File: src/common/mips_pkg.sv
package mips_pkg;

    typedef logic [31:0] word_t;
    typedef logic [5:0]  opcode_t;
    typedef logic [5:0]  func_t;
    typedef logic [4:0]  alu_op_t;
    typedef logic [1:0]  dest_sel_t;
    typedef logic [1:0]  reg_src_t;

    localparam opcode_t OP_RTYPE = 6'b000000;
    localparam opcode_t OP_ADDI  = 6'b001000;
    localparam opcode_t OP_ADDIU = 6'b001001;
    localparam opcode_t OP_ANDI  = 6'b001100;
    localparam opcode_t OP_XORI  = 6'b001110;
    localparam opcode_t OP_ORI   = 6'b001101;
    localparam opcode_t OP_LW    = 6'b100011;
    localparam opcode_t OP_SW    = 6'b101011;
    localparam opcode_t OP_BEQ   = 6'b000100;
    localparam opcode_t OP_BNE   = 6'b000101;
    localparam opcode_t OP_BLEZ  = 6'b000110;
    localparam opcode_t OP_BGTZ  = 6'b000111;
    localparam opcode_t OP_BGEZ  = 6'b000001; // regimm
    localparam opcode_t OP_SLTI  = 6'b001010;
    localparam opcode_t OP_LUI   = 6'b001111;
    localparam opcode_t OP_J     = 6'b000010;
    localparam opcode_t OP_JAL   = 6'b000011;

    localparam func_t FN_XOR  = 6'b100110;
    localparam func_t FN_SLL  = 6'b000000;
    localparam func_t FN_SLLV = 6'b000100;
    localparam func_t FN_SRL  = 6'b000010;
    localparam func_t FN_SRLV = 6'b000110;
    localparam func_t FN_SRA  = 6'b000011;
    localparam func_t FN_ADD  = 6'b100000;
    localparam func_t FN_ADDU = 6'b100001;
    localparam func_t FN_SUB  = 6'b100010;
    localparam func_t FN_SUBU = 6'b100011;
    localparam func_t FN_MULT = 6'b011000;
    localparam func_t FN_DIV  = 6'b011010;
    localparam func_t FN_OR   = 6'b100101;
    localparam func_t FN_NOR  = 6'b100111;
    localparam func_t FN_AND  = 6'b100100;
    localparam func_t FN_SLT  = 6'b101010;
    localparam func_t FN_JR   = 6'b001000;

    localparam alu_op_t ALU_XOR  = 5'd0;
    localparam alu_op_t ALU_SLL  = 5'd1;
    localparam alu_op_t ALU_SRL  = 5'd2;
    localparam alu_op_t ALU_SRA  = 5'd3;
    localparam alu_op_t ALU_ADD  = 5'd4;
    localparam alu_op_t ALU_SUB  = 5'd5;
    localparam alu_op_t ALU_MULT = 5'd6;
    localparam alu_op_t ALU_DIV  = 5'd7;
    localparam alu_op_t ALU_OR   = 5'd8;
    localparam alu_op_t ALU_NOR  = 5'd9;
    localparam alu_op_t ALU_AND  = 5'd10;
    localparam alu_op_t ALU_SLT  = 5'd11;
    localparam alu_op_t ALU_JR   = 5'd12;
    localparam alu_op_t ALU_BEQ  = 5'd13;
    localparam alu_op_t ALU_BNE  = 5'd14;
    localparam alu_op_t ALU_BLEZ = 5'd15;
    localparam alu_op_t ALU_BGTZ = 5'd16;
    localparam alu_op_t ALU_BGEZ = 5'd17;
    localparam alu_op_t ALU_LUI  = 5'd18;
    localparam alu_op_t ALU_SLLV = 5'd25;
    localparam alu_op_t ALU_SRLV = 5'd26;

    localparam dest_sel_t DEST_RT = 2'd0;
    localparam dest_sel_t DEST_RD = 2'd1;
    localparam dest_sel_t DEST_RA = 2'd2; // link register for jal

    localparam reg_src_t REG_SRC_ALU = 2'd0;
    localparam reg_src_t REG_SRC_MEM = 2'd1;
    localparam reg_src_t REG_SRC_PC  = 2'd2;

endpackage
File: src/hw/instr_decoder.sv
module instr_decoder (
    input  mips_pkg::opcode_t   opcode,
    input  mips_pkg::func_t     func,
    output mips_pkg::alu_op_t   alu_op,
    output logic                alu_src,
    output mips_pkg::dest_sel_t dest_sel,
    output mips_pkg::reg_src_t  reg_src,
    output logic                decoded_reg_write,
    output logic                jump,
    output logic                branch,
    output logic                jump_register,
    output logic                is_unsigned,
    output logic                is_load,
    output logic                is_store
);

    always_comb begin
        // i-type defaults, rt and immediate
        alu_op            = mips_pkg::ALU_ADD;
        alu_src           = 1'b1;
        dest_sel          = mips_pkg::DEST_RT;
        reg_src           = mips_pkg::REG_SRC_ALU;
        decoded_reg_write = 1'b1;
        jump              = 1'b0;
        branch            = 1'b0;
        jump_register     = 1'b0;
        is_unsigned       = 1'b0;
        is_load           = 1'b0;
        is_store          = 1'b0;

        case (opcode)
            mips_pkg::OP_RTYPE: begin
                dest_sel = mips_pkg::DEST_RD;
                alu_src  = 1'b0;
                case (func)
                    mips_pkg::FN_XOR:  alu_op = mips_pkg::ALU_XOR;
                    mips_pkg::FN_SLL:  alu_op = mips_pkg::ALU_SLL;
                    mips_pkg::FN_SLLV: alu_op = mips_pkg::ALU_SLLV;
                    mips_pkg::FN_SRL:  alu_op = mips_pkg::ALU_SRL;
                    mips_pkg::FN_SRLV: alu_op = mips_pkg::ALU_SRLV;
                    mips_pkg::FN_SRA:  alu_op = mips_pkg::ALU_SRA;
                    mips_pkg::FN_ADD,
                    mips_pkg::FN_ADDU: alu_op = mips_pkg::ALU_ADD;
                    mips_pkg::FN_SUB,
                    mips_pkg::FN_SUBU: alu_op = mips_pkg::ALU_SUB;
                    mips_pkg::FN_MULT: alu_op = mips_pkg::ALU_MULT; // hi/lo not modelled
                    mips_pkg::FN_DIV:  alu_op = mips_pkg::ALU_DIV;
                    mips_pkg::FN_OR:   alu_op = mips_pkg::ALU_OR;
                    mips_pkg::FN_NOR:  alu_op = mips_pkg::ALU_NOR;
                    mips_pkg::FN_AND:  alu_op = mips_pkg::ALU_AND;
                    mips_pkg::FN_SLT:  alu_op = mips_pkg::ALU_SLT;
                    mips_pkg::FN_JR: begin
                        alu_op        = mips_pkg::ALU_JR;
                        jump_register = 1'b1;
                    end
                    default: alu_op = mips_pkg::ALU_ADD;
                endcase
            end
            mips_pkg::OP_ADDI:  alu_op = mips_pkg::ALU_ADD;
            mips_pkg::OP_ADDIU: is_unsigned = 1'b1;
            mips_pkg::OP_ANDI: begin
                alu_op      = mips_pkg::ALU_AND;
                is_unsigned = 1'b1;
            end
            mips_pkg::OP_XORI: begin
                alu_op      = mips_pkg::ALU_XOR;
                is_unsigned = 1'b1;
            end
            mips_pkg::OP_ORI: begin
                alu_op      = mips_pkg::ALU_OR;
                is_unsigned = 1'b1;
            end
            mips_pkg::OP_LW: begin
                reg_src           = mips_pkg::REG_SRC_MEM;
                decoded_reg_write = 1'b0; // raised by the cache at retire
                is_load           = 1'b1;
            end
            mips_pkg::OP_SW: begin
                decoded_reg_write = 1'b0;
                is_store          = 1'b1;
            end
            mips_pkg::OP_BEQ, mips_pkg::OP_BNE, mips_pkg::OP_BLEZ,
            mips_pkg::OP_BGTZ, mips_pkg::OP_BGEZ: begin
                branch            = 1'b1;
                decoded_reg_write = 1'b0;
                case (opcode)
                    mips_pkg::OP_BEQ:  alu_op = mips_pkg::ALU_BEQ;
                    mips_pkg::OP_BNE:  alu_op = mips_pkg::ALU_BNE;
                    mips_pkg::OP_BLEZ: alu_op = mips_pkg::ALU_BLEZ;
                    mips_pkg::OP_BGTZ: alu_op = mips_pkg::ALU_BGTZ;
                    default:           alu_op = mips_pkg::ALU_BGEZ;
                endcase
            end
            mips_pkg::OP_SLTI: alu_op = mips_pkg::ALU_SLT;
            mips_pkg::OP_LUI: begin
                alu_op      = mips_pkg::ALU_LUI;
                is_unsigned = 1'b1;
            end
            mips_pkg::OP_J: begin
                jump              = 1'b1;
                alu_src           = 1'b0;
                decoded_reg_write = 1'b0;
            end
            mips_pkg::OP_JAL: begin
                jump     = 1'b1;
                alu_src  = 1'b0;
                dest_sel = mips_pkg::DEST_RA;
                reg_src  = mips_pkg::REG_SRC_PC; // return address
            end
            default: alu_op = mips_pkg::ALU_XOR;
        endcase
    end

endmodule

File: config.mk
export PLATFORM = sky130hd
export DESIGN_NAME = instr_decoder
export DESIGN_NICKNAME = d
export VERILOG_FILES = /design/src/common/mips_pkg.sv /design/src/hw/instr_decoder.sv
export SDC_FILE = /design/constraint.sdc
export NUM_CORES = 1
export LEC_CHECK = 0
export ABC_CLOCK_PERIOD_IN_PS = 5300
export BUFFER_PORTS_ARGS = -buffer_cell sky130_fd_sc_hd__buf_2
export CORE_AREA = 2 2 39 41
export DETAILED_ROUTE_END_ITERATION = 12
export DIE_AREA = 0 0 41 43
export PLACE_DENSITY = 0.76
export SLEW_MARGIN = 15
export SYNTH_ARGS = -nofsm -noshare
export SYNTH_HDL_FRONTEND = slang
export SYNTH_SLANG_ARGS = --single-unit
File: constraint.sdc
create_clock -name vclk -period 5.3
set_clock_uncertainty 0.1 [all_clocks]
set_input_delay 0.53 -clock vclk [all_inputs]
set_output_delay 0.53 -clock vclk [all_outputs]
set_load 0.02 [all_outputs]
==> metrics.txt, run 1 <==
setup violators final 0; GPL Wtd Cong 0.747; syn_nets 111; Core Rows 14; Post-Route WL 1.55 mm; largest net degree at the start of global routing 18; Startpoint Class input pin; DRC viols 0; number of I/O port buffers 29; worst-path fanout max 17; total track usage 17.5%; min-delay src opcode[4]; distinct cell type count after synthesis 38; Seq/Total Area, Yosys 0%; Starting DRT DRC Count 12; Seq cells 0; pins over their slew limit 0; Slew @ Worst Pin 0.524 ns; Final min period 2.81 ns; initial antenna violation count 0; sequential share of power 0%; run status finished, final reports clean; first-pass GRT wire length 2.35 mm; Congestion Overflow GR 0; CTS-repair resized insts 0; CP required 4.67 ns; drt first pass iters 4; CP arrival 2.18 ns; die footprint 1760 µm²; Gate power share 100.0%; NumNets Final 131; kind of critical path input pin to output pin; routed vias 775; Peak VDD IR 43.6 µV; clock share of power 0%; chip height 43 µm; area delta synth->final 20.2%; dpl hpwl 1.15 mm; cell internal pwr 17.9 µW; Synth top area share 8.70%; cts hold-fix bufs 0; drt via density 5.83; layout clock buffer count 0; Cell Area, Synth 576 µm²; vias in the first global route 565; FF/Latch Area 0 µm²; Power Total 47.7 µW; min-delay worst type input pin to output pin; Yosys Warn Count 0; max-cap violations 0; crit path launch opcode[2]; mean post-synth cell area 5.81 µm²; count leader, synth nor2_1; Setup crit end kind output pin; biggest area consumer among synthesized cells a21oi_1; static leakage 0.000302 µW; # IOs 29; core area 1380 µm²; Synth area leaders a21oi_1 (8.7%), nor2_1 (8.5%), o21ai_0 (6.1%), clkbuf_1 (5.9%), nor3_1 (5.2%); Power Dens Cells 69.0 nW/µm²; Antenna diodes 0; top cells by count, synth nor2_1 (13), a21oi_1 (10), clkbuf_1 (9); Worst Setup EP alu_op[1]; share of cells above drive strength 1 30.8%; Final Cycle Share 53.1%; per-cell routed wire length 11.6 µm; postcts setup bufs 0; RSZ-0062 raised after global routing false; post-synthesis cell count 99; number of hold violations in the final report 0; post-route ant nets 0; Initial Utilization 41.6%; Rel. slew slack 64.6%; Final TNS setup 0 ns; DIE WIDTH 41 µm; fmax 0.356 GHz; P_sw 29.8 µW; switching share of power 62.5%
-- power groups by stage --
stage / sequential [µW] / clock, µW / combinational [µW]
6_report: 0 / 0 / 47.7
3_3_place_gp: 0 / 0 / 46.0
5_1_grt: 0 / 0 / 52.5
3_5_place_dp: 0 / 0 / 47.1
2_1_floorplan: 0 / 0 / 35.2
4_1_cts: 0 / 0 / 47.4
-- how the worst min path moves through the flow --
stage | to | slack, ns | cells past startpoint
floorplan | decoded_reg_write | 1.12 | 1
global placement | decoded_reg_write | 1.31 | 3
detailed placement | decoded_reg_write | 1.31 | 3
CTS | decoded_reg_write | 1.31 | 3
global route | decoded_reg_write | 1.33 | 3
finish | decoded_reg_write | 1.31 | 3
-- layer usage --
metal | global-route usage, % | wire length (µm) | vias to the layer above
li1 | - | - | 398
met1 | 25.6 | 750 | 350
met2 | 29.4 | 690 | 27
met3 | 0 | 103 | 0
met4 | 0 | 0 | 0
met5 | 0 | 0 | -
-- metrics by stage --
step	instances	hold slack (ns)	util [%]	instance area (µm²)	worst slack, ns
after global routing	133	1.33	50.0	692	2.43
after global placement	133	1.31	50.0	692	2.52
after detailed placement	133	1.31	50.0	692	2.50
after floorplan	99	1.12	-	576	2.46
after CTS	133	1.31	50.0	692	2.49
final	133	1.31	50.0	692	2.49
-- worst max-delay path, stage by stage --
cell	delay, ns
buf_2	0.20
or4_4	0.55
or3_4	0.36
a31oi_2	0.17
inv_2	0.06
o22ai_2	0.13
buf_2	0.18
-- layout by cell type (no fill, tap or decap), types with 2 or more instances in the layout --
cell / Yosys / layout
buf_2: 0 / 29
nor2_1: 13 / 13
a21oi_1: 10 / 10
nand2_1: 7 / 7
o21ai_0: 7 / 7
nor3_1: 6 / 6
inv_1: 4 / 4
nand2b_1: 4 / 4
nor2b_1: 3 / 3
nor4_1: 3 / 3
mux2i_1: 2 / 2
nand3_1: 2 / 2
xnor2_1: 2 / 2
nor4b_1: 2 / 2
o22ai_1: 2 / 2
-- area by class of cell --
cell class | instances | area, µm²
fillers | 145 | 692
multi-input cells | 83 | 508
repair buffers | 29 | 145
well taps | 16 | 20.0
inverters | 5 | 18.8
-- cells by family (layout without fill, tap and decap cells) --
group | after synthesis | count (layout) | share of synthesized area, %
xor gates and xnor gates | 2 | 2 | 3.04
AOI/OAI and AO/OA | 30 | 30 | 34.1
and+or+nand+nor | 49 | 49 | 47.6
buffers and inverters | 16 | 34 | 11.7
muxes | 2 | 2 | 3.48
Power figures use the tool's default switching activity.
==> run 2, diff against run 1 <==
ABC_CLOCK_PERIOD_IN_PS = 2500   (was 5300)
CORE_AREA = unset   (was 2 2 39 41)
CORE_MARGIN = 2   (was unset)
CORE_UTILIZATION = 44   (was unset)
DIE_AREA = unset   (was 0 0 41 43)
PLACE_DENSITY = 0.81   (was 0.76)
clock period = 2.5 ns   (was 5.3 ns; I/O delays follow)
==> metrics.txt, run 2 (synthesis results as in run 1) <==
run status finished, final reports clean (unchanged); Starting DRT DRC Count 17 (was 12); Place WS 0.353 ns (was 2.50 ns); DRC viols 0 (unchanged); static leakage 0.000311 µW (was 0.000302 µW); Peak VDD IR 98.2 µV (was 43.6 µV); most frequent cells in the layout buf_2 (29), nor2_1 (13), a21oi_1 (10) (unchanged); drt via density 5.66 (was 5.83); per-cell routed wire length 11.3 µm (was 11.6 µm); Final Cycle Share 86.1%; core area 1250 µm² (was 1380 µm²); postcts setup bufs 0 (unchanged); kind of critical path input pin to output pin (unchanged); clock share of power 0% (about the same); number of fill cells 128 (was 145); worst-path cell chain buf_2, or4_4, or3_4, a31oi_2, inv_2, o22ai_2, buf_2 (unchanged); cts hold-fix bufs 0 (unchanged); chip height 40.2 µm (was 43 µm); final worst setup slack 0.346 ns (was 2.49 ns); number of hold violations in the final report 0 (unchanged); worst-path fanout max 4 (was 17); Final TNS setup 0 ns (unchanged); NumNets Final 133 (was 131); switching share of power 61.0% (was 62.5%); Congestion Overflow GR 0 (unchanged); number of I/O port buffers 29 (unchanged); Final min period 2.15 ns; Hold Path End decoded_reg_write (unchanged); setup violators final 0 (unchanged); Core Rows 13 (was 14); Worst path max stage delay 0.53 ns (was 0.55 ns); min-delay worst type input pin to output pin (unchanged); initial antenna violation count 0 (unchanged); pins over their slew limit 0 (unchanged); fmax 0.464 GHz; final instance area 706 µm² (was 692 µm²); CP dominant cell by count buf_2 (unchanged); Post-Route WL 1.51 mm (was 1.55 mm); Rel. slew slack 68.8% (was 64.6%); share of cells above drive strength 1 31.9% (was 30.8%); # IOs 29 (unchanged); CP top delay family simple AND/OR/NAND/NOR gates (unchanged); layout clock buffer count 0 (unchanged); DIE WIDTH 40.2 µm (was 41 µm); Finished Core Util 56.3% (was 50.0%); Power Total 103 µW (was 47.7 µW); sequential share of power 0% (about the same); GPL Wtd Cong 0.721 (was 0.747); vias in the first global route 587 (was 565); commonest non-fill, non-tap cell in the layout buf_2 (unchanged); CP arrival 1.80 ns (was 2.18 ns); CP required 2.15 ns (was 4.67 ns); cell internal pwr 40.0 µW (was 17.9 µW); Initial Utilization 46.0% (was 41.6%); die footprint 1610 µm² (was 1760 µm²); CTS-repair resized insts 0 (unchanged); WP buf/inv 3 (unchanged); Antenna diodes 0 (unchanged); Hold Crit Depth 3 (unchanged); post-route ant nets 0 (unchanged); Slew @ Worst Pin 0.462 ns (was 0.524 ns); total track usage 21.1% (was 17.5%); min-delay src opcode[4] (unchanged); DP Area 706 µm² (was 692 µm²); routed vias 759 (was 775); Startpoint Class input pin (unchanged); max-cap violations 0 (unchanged); crit path max-delay cell type or4_4 (unchanged); largest net degree at the start of global routing 17 (was 18); Power Dens Cells 146 nW/µm² (was 69.0 nW/µm²); FF/Latch Area 0 µm² (unchanged); Setup crit end kind output pin (unchanged); Seq cells 0 (unchanged); drt first pass iters 4 (unchanged); Gate power share 100.0% (about the same); area delta synth->final 22.6% (was 20.2%); P_sw 62.7 µW (was 29.8 µW); RSZ-0062 raised after global routing false (unchanged); dpl hpwl 1.16 mm (was 1.15 mm); first-pass GRT wire length 2.48 mm (was 2.35 mm)
run 2: cell count changes in the layout (fill, tap and decap cells not counted):
cell / before / now
buf_4: 0 / 2
run 2: final cells by class:
type / instances / area [µm²] / share of cell area [%]
Inverter: 5 / 18.8 / 2.66
Multi-Input combinational cell: 83 / 508 / 72.0
Tap cell: 15 / 18.8 / 2.66
Timing Repair Buffer: 31 / 160 / 22.7
run 2: worst max path at each step:
stage,from,endpoint,slack [ns],cells past startpoint
global route,opcode[3],alu_op[1],0.25,7
CTS,opcode[3],alu_op[1],0.34,7
floorplan,opcode[2],jump_register,0.22,4
detailed placement,opcode[3],alu_op[1],0.35,7
global placement,opcode[3],alu_op[1],0.38,7
finish,opcode[3],alu_op[1],0.35,7
run 2: tightest hold or removal path, delay by kind of cell:
kind	cells	cell delay, ns
buf+inv	2	0.26
compound gates	1	0.08
run 2: power by group through the flow:
stage / logic (µW) / registers [µW] / clock network, µW
6_report: 103 / 0 / 0
5_1_grt: 115 / 0 / 0
4_1_cts: 102 / 0 / 0
3_5_place_dp: 102 / 0 / 0
3_3_place_gp: 99.9 / 0 / 0
2_1_floorplan: 74.6 / 0 / 0
run 2: metal layers:
metal  GRT usage, %  vias to the layer above  share of wire [%]
li1               -                      401                  -
met2           40.7                       27                 47
met5              0                        -                  0
met4              0                        0                  0
met1           27.3                      331                 47
met3              0                        0                6.4
run 2: metrics by stage:
step / hold slack, ns / instances
2_1_floorplan: 0.561 / 99
3_3_place_gp: 0.741 / 134
3_5_place_dp: 0.738 / 134
4_1_cts: 0.743 / 134
5_1_grt: 0.784 / 134
6_report: 0.740 / 134
