--- src/common/mips_pkg.sv ---
package mips_pkg;

    typedef logic [31:0] word_t;
    typedef logic [5:0]  opcode_t;
    typedef logic [5:0]  func_t;
    typedef logic [4:0]  alu_op_t;
    typedef logic [1:0]  dest_sel_t;
    typedef logic [1:0]  reg_src_t;

    localparam opcode_t OP_RTYPE = 6'b000000;
    localparam opcode_t OP_ADDI  = 6'b001000;
    localparam opcode_t OP_ADDIU = 6'b001001;
    localparam opcode_t OP_ANDI  = 6'b001100;
    localparam opcode_t OP_XORI  = 6'b001110;
    localparam opcode_t OP_ORI   = 6'b001101;
    localparam opcode_t OP_LW    = 6'b100011;
    localparam opcode_t OP_SW    = 6'b101011;
    localparam opcode_t OP_BEQ   = 6'b000100;
    localparam opcode_t OP_BNE   = 6'b000101;
    localparam opcode_t OP_BLEZ  = 6'b000110;
    localparam opcode_t OP_BGTZ  = 6'b000111;
    localparam opcode_t OP_BGEZ  = 6'b000001; // regimm
    localparam opcode_t OP_SLTI  = 6'b001010;
    localparam opcode_t OP_LUI   = 6'b001111;
    localparam opcode_t OP_J     = 6'b000010;
    localparam opcode_t OP_JAL   = 6'b000011;

    localparam func_t FN_XOR  = 6'b100110;
    localparam func_t FN_SLL  = 6'b000000;
    localparam func_t FN_SLLV = 6'b000100;
    localparam func_t FN_SRL  = 6'b000010;
    localparam func_t FN_SRLV = 6'b000110;
    localparam func_t FN_SRA  = 6'b000011;
    localparam func_t FN_ADD  = 6'b100000;
    localparam func_t FN_ADDU = 6'b100001;
    localparam func_t FN_SUB  = 6'b100010;
    localparam func_t FN_SUBU = 6'b100011;
    localparam func_t FN_MULT = 6'b011000;
    localparam func_t FN_DIV  = 6'b011010;
    localparam func_t FN_OR   = 6'b100101;
    localparam func_t FN_NOR  = 6'b100111;
    localparam func_t FN_AND  = 6'b100100;
    localparam func_t FN_SLT  = 6'b101010;
    localparam func_t FN_JR   = 6'b001000;

    localparam alu_op_t ALU_XOR  = 5'd0;
    localparam alu_op_t ALU_SLL  = 5'd1;
    localparam alu_op_t ALU_SRL  = 5'd2;
    localparam alu_op_t ALU_SRA  = 5'd3;
    localparam alu_op_t ALU_ADD  = 5'd4;
    localparam alu_op_t ALU_SUB  = 5'd5;
    localparam alu_op_t ALU_MULT = 5'd6;
    localparam alu_op_t ALU_DIV  = 5'd7;
    localparam alu_op_t ALU_OR   = 5'd8;
    localparam alu_op_t ALU_NOR  = 5'd9;
    localparam alu_op_t ALU_AND  = 5'd10;
    localparam alu_op_t ALU_SLT  = 5'd11;
    localparam alu_op_t ALU_JR   = 5'd12;
    localparam alu_op_t ALU_BEQ  = 5'd13;
    localparam alu_op_t ALU_BNE  = 5'd14;
    localparam alu_op_t ALU_BLEZ = 5'd15;
    localparam alu_op_t ALU_BGTZ = 5'd16;
    localparam alu_op_t ALU_BGEZ = 5'd17;
    localparam alu_op_t ALU_LUI  = 5'd18;
    localparam alu_op_t ALU_SLLV = 5'd25;
    localparam alu_op_t ALU_SRLV = 5'd26;

    localparam dest_sel_t DEST_RT = 2'd0;
    localparam dest_sel_t DEST_RD = 2'd1;
    localparam dest_sel_t DEST_RA = 2'd2; // link register for jal

    localparam reg_src_t REG_SRC_ALU = 2'd0;
    localparam reg_src_t REG_SRC_MEM = 2'd1;
    localparam reg_src_t REG_SRC_PC  = 2'd2;

endpackage
--- src/cache/dcache_array.sv ---
module dcache_array #(
    parameter int INDEX_BITS = 3
) (
    input  logic            clk,
    input  logic            reset,
    input  mips_pkg::word_t lookup_addr,
    output logic            hit,
    output logic            dirty,
    output mips_pkg::word_t victim_addr,
    output mips_pkg::word_t rdata,
    input  logic            write_en,
    input  mips_pkg::word_t write_data,
    input  logic            write_dirty
);

    localparam int LINES    = 1 << INDEX_BITS;
    localparam int TAG_BITS = 30 - INDEX_BITS; // one word per line

    logic [LINES-1:0]      valid_bits;
    logic [LINES-1:0]      dirty_bits;
    logic [TAG_BITS-1:0]   tags [LINES];
    mips_pkg::word_t       data [LINES];

    logic [INDEX_BITS-1:0] index;
    logic [TAG_BITS-1:0]   tag;

    assign index = lookup_addr[INDEX_BITS+1:2];
    assign tag   = lookup_addr[31:INDEX_BITS+2];

    assign hit         = valid_bits[index] && (tags[index] == tag);
    assign dirty       = valid_bits[index] && dirty_bits[index];
    assign victim_addr = {tags[index], index, 2'b00}; // address of the resident line
    assign rdata       = data[index];

    always_ff @(posedge clk) begin
        if (reset) begin
            valid_bits <= '0;
            dirty_bits <= '0;
        end else if (write_en) begin
            valid_bits[index] <= 1'b1;
            dirty_bits[index] <= write_dirty;
        end
    end

    // tag follows the address being written
    always_ff @(posedge clk) begin
        if (write_en) begin
            tags[index] <= tag;
            data[index] <= write_data;
        end
    end

endmodule

--- config.mk ---
export PLATFORM = sky130hd
export DESIGN_NAME = dcache_array
export DESIGN_NICKNAME = d
export VERILOG_FILES = /design/src/common/mips_pkg.sv /design/src/cache/dcache_array.sv
export SDC_FILE = /design/constraint.sdc
export NUM_CORES = 1
export LEC_CHECK = 0
export BUFFER_PORTS_ARGS = -buffer_cell sky130_fd_sc_hd__buf_2
export CAP_MARGIN = 0
export CORE_MARGIN = 3
export CORE_UTILIZATION = 56
export CTS_BUF_LIST = sky130_fd_sc_hd__clkbuf_8
export DETAILED_ROUTE_END_ITERATION = 10
export PLACE_DENSITY = 0.75
export SLEW_MARGIN = 20
export SYNTH_ARGS = -nofsm -noshare
export SYNTH_HDL_FRONTEND = slang
export SYNTH_SLANG_ARGS = --single-unit
--- constraint.sdc ---
create_clock -name clk -period 11.1 [get_ports clk]
set_input_delay 1.11 -clock clk [delete_from_list [all_inputs] [get_ports clk]]
set_output_delay 1.11 -clock clk [all_outputs]
set_load 0.05 [all_outputs]
==> results of run 1 <==
==> state kept, by name, summed over array words and instances (netlist names) <==
name and cells:
data 256, dirty_bits 8, tags 216, valid_bits 8
==> tightest hold or removal path, delay by kind of cell, from the launching register on <==
family / cells / cell delay [ns]
AND/OR/NAND/NOR: 2 / 0.12
flip-flops: 1 / 0.32
==> final timing paths <==
kind              slack [ns]  depth (start not counted)                          to                        from
hold reg to reg         0.47                          2  valid_bits[4]$_SDFFE_PP0P_  valid_bits[4]$_SDFFE_PP0P_
hold / removal          0.47                          2  valid_bits[4]$_SDFFE_PP0P_  valid_bits[4]$_SDFFE_PP0P_
setup reg to reg       10.43                          2  dirty_bits[6]$_SDFFE_PP0P_  dirty_bits[6]$_SDFFE_PP0P_
setup / recovery        4.87                          9                         hit              lookup_addr[3]
==> report_power, final <==
| group | total [mW] | internal (mW) | switching, mW |
|---|---|---|---|
| Sequential | 2.10 | 2.08 | 0.0135 |
| Clock | 1.36 | 0.699 | 0.660 |
| Combinational | 0.329 | 0.109 | 0.220 |
| Total | 3.78 | 2.89 | 0.894 |
==> stage by stage <==
stage / total power, mW / utilization / setup slack (ns)
6_report: 3.78 / 0.651 / 4.87
5_1_grt: 3.93 / 0.651 / 4.79
2_1_floorplan: 2.37 / - / 5.47
3_5_place_dp: 2.46 / 0.607 / 4.85
3_3_place_gp: 2.45 / 0.607 / 4.87
4_1_cts: 3.82 / 0.649 / 4.84
==> layer usage <==
metal,share of wire,vias to the layer above,GRT usage,wire (um)
li1,-,4139,-,-
met1,0.42,4792,0.291,15700
met2,0.50,325,0.349,18900
met3,0.061,56,0.0399,2300
met4,0.017,2,0.0655,658
met5,0.00019,-,0,7
==> cell usage after synthesis (2+ instances only) <==
cell type,number,area [sq um]
clkbuf_1,9,33.8
buf_6,9,101
a21o_1,4,30.0
buf_1,4,15.0
xnor2_1,10,87.6
nor3_1,8,40.0
buf_2,17,85.1
mux4_2,90,2030
buf_4,10,75.1
nor2_1,49,184
nand3_1,2,10.0
o22a_1,3,26.3
inv_1,4,15.0
dfxtp_1,16,320
o21ai_0,18,90.1
a22o_1,8,70.1
or3_1,7,43.8
o21a_1,3,22.5
nor2b_1,6,37.5
and3_1,2,12.5
mux2_2,46,518
nand2b_1,3,18.8
mux2i_1,55,551
nand4_1,6,37.5
o22ai_1,13,81.3
a21oi_1,12,60.1
nand2_1,17,63.8
edfxtp_1,472,14200
a211oi_1,2,15.0
nor4b_1,4,35.0
==> final cells by class <==
| class | instances | area share |
|---|---|---|
| flip-flops and latches | 488 | 0.674 |
| multi-input cells | 381 | 0.197 |
| clock buffers | 81 | 0.0519 |
| repair buffers | 143 | 0.0373 |
| well taps | 442 | 0.0257 |
| clock inverters | 58 | 0.0124 |
| inverters | 4 | 0.000699 |
| diodes | 4 | 0.000466 |
==> cells by family after synthesis <==
| group | share of synthesized area |
|---|---|
| DFF | 0.763 |
| buffers and inverters | 0.0179 |
| other | 0.000197 |
| muxes | 0.164 |
| and+or+nand+nor | 0.0287 |
| xor gates and xnor gates | 0.00461 |
| AOI/OAI and AO/OA | 0.0218 |
==> results.md, run 1 <==
* Result of the run: completed
* Drt total wl at 37600 um
* Mapped Area at 19000 sq um
* Setup TNS at 0 ns
* DR pass1 iterations at 5
* Area occupied by multi-input gates at 4240 sq um
* CP cell instances: buf_4, buf_4, nand2b_1, o22ai_1, o21ai_0, nand4_1, or4_1, nor4_2, buf_2
* Nets at 1164
* Die Span Y at 190 um
* CP endpoint kind: output pin
* DPL Wire Length at 20100 um
* Vias in the first global route at 9902
* Hold WS at 0.469 ns
* Initial antenna violation count at 5
* Most common cell after layout, fill and taps aside: edfxtp_1
* Slew @ Worst Pin at 1.08 ns
* Final Hold Fails at 0
* Yosys cell types at 43
* Leakage Power at 7.29 nW
* Crit path arrival time at 5.12 ns
* Drt drc at 0
* Crit path time final at 6.23 ns
* Pin count of the biggest net entering global routing at 90
* Max Root-Sink Buffers at 3
* Unrepaired setup endpoints after global routing: no
* Row Count at 66
* Setup Viol. Count Final at 0
* Synth Area per Inst at 20.6 sq um
* Port bufs at 129
* Reg clk slew, reported paths at 0.05 ns
* Max_cap viols at 0
* Grt total ovfl at 0
* Yosys reg bits at 488
* Final-report max-slew violation count at 0
* Area Overhead vs Synth at 13.1%
* Placer congestion estimate at 0.741
* Max incr delay on CP at 0.90 ns
* Cell mode on critical path: buf_4
* CP delay by family, top: simple AND/OR/NAND/NOR gates
* Full die area at 36200 sq um
* Startpoint class of the critical path: input pin
* Sequential cell area fraction in the yosys report at 0.763
* Hold/Removal Path Class: reg -> reg
* Share of cells above drive strength 1 at 0.332
* Max transition margin at 0.278
* VDD IR max at 0.000160 V
* Vias at 9314
* Asr flop ratio synth at 0
* Post-CTS Setup Bufs at 0
* Die X at 190 um
* Routed vias/inst at 5.82
* Design Area, Final at 21500 sq um
* Ys flop type: edfxtp_1
* Global-route usage over all layers at 0.211
* Worst EP required at 9.99 ns
* Commonest non-fill, non-tap cells in the layout: edfxtp_1 (472), buf_2 (126), mux4_2 (90)
* DRT iter0 DRCs at 824
* CTS tree: built
* Post-detailed-route wirelength per cell at 23.5 um
* CP max-delay cell: nand2b_1
* Filler cells at 2283
* Cells after Synth at 922
* Clk root buf: clkbuf_8
* Clock buffer count from CTS at 78
* Crit path buffers/inverters at 3
* DP Cell Count at 1456
* CTS Hold Bufs at 0
* Routed Antenna Nets at 0
* Initial core utilization at 0.575
* Maximum fanout along the worst path at 35
* Synth warn at 0
* Highest clock rate at 160 MHz
* Area after DPL at 20000 sq um
* Area of the core at 33000 sq um
* Clk sinks at 488
* Worst Skew at 0 ns
* Clock Latency Late Sink at 0.59 ns
* Tcrit/Tclk final at 0.561
* Htree depth at 3
* Post-CTS sizing at 0
* First-pass GRT wire length at 57500 um
* Number of synthesized flops with an enable pin at 472
* CP Class: in -> out
* Register Area at 14500 sq um
* Layout Cells excl Fill at 1601
* IO Pins at 134
* PwrDens at 176 nW/um^2
(Power assumes the default switching activity.)
==> run 2: changes to the inputs <==
Clock period 11.1 ns to 5.95 ns, I/O delays scaled along.
==> run 2 against run 1 <==
Effect of this change:
- combinational power grew 87%
- final area down 0.12%
- critical path depth fell by 1
- first-iteration DRC count down 2.9%
- sequential cell count unchanged
- non-clock buffer count up 4
- register-to-register slack got worse by 5.1 ns
- global-route usage increased by 0.20 points
- utilization decreased by 0.076 points
- largest cell class unchanged
==> results.md, run 2 (synthesis gave the netlist of run 1 again) <==
* Result of the run: completed
* Area after DPL at 20100 sq um (+0.47%)
* Setup Viol. Count Final at 0 (unchanged)
* Area Overhead vs Synth at 12.9%
* Crit path time final at 4.39 ns
* Unrepaired setup endpoints after global routing: no
* PwrDens at 324 nW/um^2 (+84%)
* Startpoint class of the critical path: input pin
* Routed vias/inst at 5.83 (+0.16%)
* Post-CTS Setup Bufs at 0 (unchanged)
* Maximum fanout along the worst path at 32 (-8.6%)
* Nets at 1166 (+0.17%)
* Vias in the first global route at 9740 (-1.6%)
* R2R depth at 2 (unchanged)
* Reg with most FFs: data
* Post-CTS sizing at 0 (unchanged)
* CP cell instances: buf_4, buf_4, mux4_2, xnor2_1, nor4_1, nand4_1, nor4_2, buf_2
* DRT iter0 DRCs at 800 (-2.9%)
* Most common cell after layout, fill and taps aside: edfxtp_1
* Htree depth at 3 (unchanged)
* Global-route usage over all layers at 0.213 (+0.00197)
* IO Pins at 134 (unchanged)
* Drt total wl at 37600 um (-0.16%)
* Clock buffer count from CTS at 76 (-2.6%)
* Hold/Removal Path Class: in -> reg
* Final-report max-slew violation count at 0 (unchanged)
* Vias at 9317 (+0.032%)
* Max Root-Sink Buffers at 3 (unchanged)
* Largest registers: data x256, tags x216
* VDD IR max at 0.000246 V (+54%)
* Max transition margin at 0.275 (-0.00307)
* Pin count of the biggest net entering global routing at 61 (-32%)
* Slew @ Worst Pin at 1.09 ns (+0.00203 ns)
* CTS tree: built
* Final Hold Fails at 0 (unchanged)
* DR pass1 iterations at 5 (unchanged)
* Leakage Power at 7.26 nW (-0.29%)
* Area of the core at 33000 sq um (unchanged)
* Port bufs at 129 (unchanged)
* Placer congestion estimate at 0.741 (+0.12%)
* Initial core utilization at 0.575 (unchanged)
* Worst Skew at 0 ns (unchanged)
* RR Startpoint: dirty_bits[5]$_SDFFE_PP0P_
* Drt drc at 0 (unchanged)
* DPL Wire Length at 21000 um (+4.4%)
* Tcrit/Tclk final at 0.738
* Commonest non-fill, non-tap cells in the layout: edfxtp_1 (472), buf_2 (126), mux4_2 (90)
* Cell mode on critical path: buf_4
* WHS Path Cells at 1 (-1)
* Clk sinks at 488 (unchanged)
* Filler cells at 2231 (-2.3%)
* Grt total ovfl at 0 (unchanged)
* Design Area, Final at 21500 sq um (-0.12%)
* Share of cells above drive strength 1 at 0.336 (+0.00317)
* CTS Hold Bufs at 0 (unchanged)
* CP max-delay cell: nor4_1
* Max_cap viols at 0 (unchanged)
* Worst R2R End: dirty_bits[5]$_SDFFE_PP0P_
* Max incr delay on CP at 0.83 ns (-0.07 ns)
* Routed Antenna Nets at 0 (unchanged)
* Highest clock rate at 228 MHz
* Crit path arrival time at 3.80 ns (-1.32 ns)
* Die X at 190 um (unchanged)
* Clock Latency Late Sink at 0.58 ns (about the same)
* Full die area at 36200 sq um (unchanged)
* Clk root buf: clkbuf_8
* Setup TNS at 0 ns (unchanged)
* Reg clk slew, reported paths at 0.06 ns (about the same)
* Row Count at 66 (unchanged)
* First-pass GRT wire length at 57600 um (+0.20%)
* Worst Hold End: data[1][24]$_DFFE_PP_
* Hold Startpoint: write_data[24]
* Max reg flops at 256 (unchanged)
* Initial antenna violation count at 3 (-2)
* Post-detailed-route wirelength per cell at 23.5 um (about the same)
* R2R setup slack at 5.29 ns (-5.14 ns)
* CP Class: in -> out
* CP endpoint kind: output pin
* Die Span Y at 190 um (unchanged)
* Worst EP required at 5.36 ns (-4.63 ns)
## run 2: cell count changes in the layout (fill, tap and decap cells not counted)
cell / delta
buf_12: +3
buf_16: -1
buf_4: +3
buf_6: -1
bufinv_16: -1
clkbuf_8: -2
clkinv_1: +2
clkinv_2: +5
diode_2: -3
inv_1: -5
inv_6: -2
## run 2: per-stage QoR
| step | utilization | cells | hold slack [ns] | setup slack [ns] | power (mW) |
|---|---|---|---|---|---|
| floorplan | - | 923 | 0.440 | 1.27 | 4.42 |
| global placement | 0.610 | 1462 | 0.448 | 1.52 | 4.58 |
| detailed placement | 0.610 | 1462 | 0.457 | 1.48 | 4.60 |
| CTS | 0.650 | 1598 | 0.224 | 1.46 | 7.03 |
| global route | 0.650 | 1599 | 0.248 | 1.43 | 7.23 |
| finish | 0.650 | 1599 | 0.279 | 1.56 | 6.96 |
## run 2: layout make-up
| cell class | instances | area, sq um | area share |
|---|---|---|---|
| Multi-Input combinational cell | 381 | 4240 | 0.197 |
| Sequential cell | 488 | 14500 | 0.675 |
| Clock buffer | 79 | 1090 | 0.0506 |
| Tap cell | 442 | 553 | 0.0258 |
| Antenna cell | 1 | 2.50 | 0.000117 |
| Inverter | 4 | 15.0 | 0.000699 |
| Clock inverter | 57 | 233 | 0.0108 |
| Timing Repair Buffer | 147 | 846 | 0.0394 |
## run 2: critical path: cells and delay by family
family                 cells  cell delay, ns
AND/OR/NAND/NOR            3            1.44
buffers and inverters      3            0.98
multiplexers               1            0.61
XOR/XNOR                   1            0.14
## run 2: where the power goes
part	switching (mW)	internal [mW]	total (mW)
Combinational	0.410	0.204	0.614
Clock	1.20	1.23	2.43
Sequential	0.0256	3.88	3.91
## run 2: worst max-delay path by stage
stage / cells after the start / slack, ns / end / from
2_1_floorplan: 7 / 1.27 / data[1][0]$_DFFE_PP_ / lookup_addr[2]
3_3_place_gp: 8 / 1.52 / hit / lookup_addr[3]
3_5_place_dp: 8 / 1.48 / hit / lookup_addr[3]
4_1_cts: 8 / 1.46 / hit / lookup_addr[3]
5_1_grt: 8 / 1.43 / hit / lookup_addr[3]
6_report: 8 / 1.56 / hit / lookup_addr[3]
## run 2: routing by layer
metal	global-route usage	vias up	wire length (um)
li1	-	4136	-
met1	0.298	4799	15700
met2	0.344	301	18700
met3	0.0458	77	2290
met4	0.0672	4	821
met5	0	-	24
==> run 3: changes to the inputs <==
Clock period 5.95 ns to 4.1 ns, I/O delays scaled along.
==> run 3 against run 2 <==
Effect of this change:
- hold slack worse by 0.20 ns
- clock power up 47%
- non-clock buffer count rose by 13
- clock skew unchanged
- sequential cell count is the same
- via count is 1.0% higher
- total power rose by 46%
- global-route usage fell by 0.60 points
- clock-buffer cell count fell by 2
- utilization increased by 0.58 points
- sequential power increased by 45%
- sequential share of layout area is 0.60 points lower
- critical path type is now reg -> out
- critical endpoint unchanged
- highest routed layer unchanged
==> results.md, run 3 (synthesis gave the netlist of run 1 again) <==
* Result of the run: completed
* Drt drc at 0 (unchanged)
* Placer congestion estimate at 0.735 (-0.82%)
* Crit path arrival time at 3.19 ns (-0.61 ns)
* DP Cell Count at 1475 (+0.89%)
* NetSw at 2.40 mW (+46%)
* Initial antenna violation count at 5 (+2)
* Full die area at 36200 sq um (unchanged)
* Clock buffer count from CTS at 76 (unchanged)
* Routed vias/inst at 5.83 (about the same)
* CTS Hold Bufs at 0 (unchanged)
* DRT iter0 DRCs at 676 (-16%)
* Commonest non-fill, non-tap cells in the layout: edfxtp_1 (472), buf_2 (126), mux4_2 (90)
* Row Count at 66 (unchanged)
* R2R setup slack at 3.46 ns (-1.83 ns)
* Largest registers: data x256, tags x216
* Clk root buf: clkbuf_8
* Final-report max-slew violation count at 0 (unchanged)
* CP endpoint kind: output pin
* CTS tree: built
* Layout Cells excl Fill at 1614 (+0.94%)
* Setup Viol. Count Final at 0 (unchanged)
* VDD IR max at 0.000299 V (+21%)
* First-pass GRT wire length at 56500 um (-2.0%)
* Combinational power share at 0.089 (about the same)
* Highest clock rate at 278 MHz
* Vias in the first global route at 9884 (+1.5%)
* Post-detailed-route wirelength per cell at 22.8 um (-2.8%)
* Post-CTS Setup Bufs at 0 (unchanged)
* Max Root-Sink Buffers at 3 (unchanged)
* DPL Wire Length at 21200 um (+1.0%)
* Worst EP required at 3.69 ns (-1.67 ns)
* PwrDens at 469 nW/um^2 (+45%)
* Hold/Removal Path Class: in -> reg
* Max transition margin at 0.445 (+0.170)
* Clock network power share at 0.352 (+0.002)
* Crit path time final at 3.60 ns
* Die X at 190 um (unchanged)
* Global-route usage over all layers at 0.207 (-0.00601)
* DR pass1 iterations at 5 (unchanged)
* Design Area, Final at 21700 sq um (+0.89%)
* Clk sinks at 488 (unchanged)
* Die Span Y at 190 um (unchanged)
* Pin count of the biggest net entering global routing at 59 (-3.3%)
* Port bufs at 129 (unchanged)
* Reg with most FFs: data
* Vias at 9413 (+1.0%)
* Area of the core at 33000 sq um (unchanged)
* Unrepaired setup endpoints after global routing: no
* Htree depth at 3 (unchanged)
* Reg clk slew, reported paths at 0.06 ns (about the same)
* IO Pins at 134 (unchanged)
* CP Class: reg -> out
* Pint at 7.76 mW (+46%)
* Max reg flops at 256 (unchanged)
* Grt total ovfl at 0 (unchanged)
* Slew @ Worst Pin at 0.833 ns (-0.252 ns)
* Routed Antenna Nets at 0 (unchanged)
* Filler cells at 2238 (+0.31%)
* Area Overhead vs Synth at 13.9%
* Maximum fanout along the worst path at 2 (-94%)
* Post-CTS sizing at 0 (unchanged)
* Startpoint class of the critical path: flip-flop
* Final Hold Fails at 0 (unchanged)
* Worst Skew at 0 ns (unchanged)
* Most common cell after layout, fill and taps aside: edfxtp_1
* Flop pwr share at 0.558 (-0.004)
* Area after DPL at 20300 sq um (+0.80%)
* Drt total wl at 36900 um (-1.9%)
* Setup TNS at 0 ns (unchanged)
* Initial core utilization at 0.575 (unchanged)
* Switch share at 0.236 (+0.000665)
* Share of cells above drive strength 1 at 0.345 (+0.00939)
* Leakage Power at 7.31 nW (+0.57%)
* Nets at 1179 (+1.1%)
* Max_cap viols at 0 (unchanged)
* Tcrit/Tclk final at 0.877
* Clock Latency Late Sink at 0.59 ns (about the same)
## run 3: final cells by class
| class | count | area, sq um | area share |
|---|---|---|---|
| sequential | 488 | 14500 | 0.669 |
| multi-input combinational | 381 | 4250 | 0.196 |
| clock buffer | 77 | 1060 | 0.0489 |
| timing repair buffer | 160 | 1000 | 0.0462 |
| tap | 442 | 553 | 0.0255 |
| clock inverter | 58 | 279 | 0.0129 |
| inverter | 4 | 15.0 | 0.000693 |
| antenna | 4 | 10.0 | 0.000462 |
## run 3: worst paths after layout
check	cells past startpoint	from	end
hold / removal	1	write_data[25]	data[1][25]$_DFFE_PP_
setup / recovery	8	tags[3][21]$_DFFE_PP_	hit
setup reg to reg	2	dirty_bits[3]$_SDFFE_PP0P_	dirty_bits[3]$_SDFFE_PP0P_
hold reg to reg	2	dirty_bits[6]$_SDFFE_PP0P_	dirty_bits[6]$_SDFFE_PP0P_
## run 3: routing by layer
metal	wire [um]	part of all wire	track usage	vias to the layer above
li1	-	-	-	4166
met1	15100	0.41	0.284	4826
met2	18400	0.50	0.336	345
met3	2470	0.067	0.0421	70
met4	804	0.022	0.0771	6
met5	34	0.00092	0	-
## run 3: power by group through the flow
stage / logic (mW) / registers, mW / clock network (mW)
final: 0.906 / 5.67 / 3.58
after global routing: 0.967 / 5.68 / 3.90
after CTS: 0.918 / 5.67 / 3.68
after detailed placement: 0.914 / 5.78 / 0
after global placement: 0.900 / 5.76 / 0
after floorplan: 0.641 / 5.77 / 0
## run 3: worst max-delay path, stage by stage, from the launching register on
cell,delay [ns]
edfxtp_1,0.33
mux2i_1,0.06
mux4_2,0.53
xnor2_1,0.15
nor4_1,0.45
buf_4,0.22
nand4_1,0.11
nor4_2,0.40
buf_2,0.34
## run 3: metrics by stage
stage                util  hold WS [ns]  setup WS, ns  power, mW
floorplan               -         0.440        -0.393       6.41
global placement    0.615         0.449         0.586       6.66
detailed placement  0.615         0.462         0.572       6.69
CTS                 0.655        0.0374         0.484       10.3
global route        0.656        0.0594         0.375       10.6
finish              0.656        0.0834         0.504       10.2
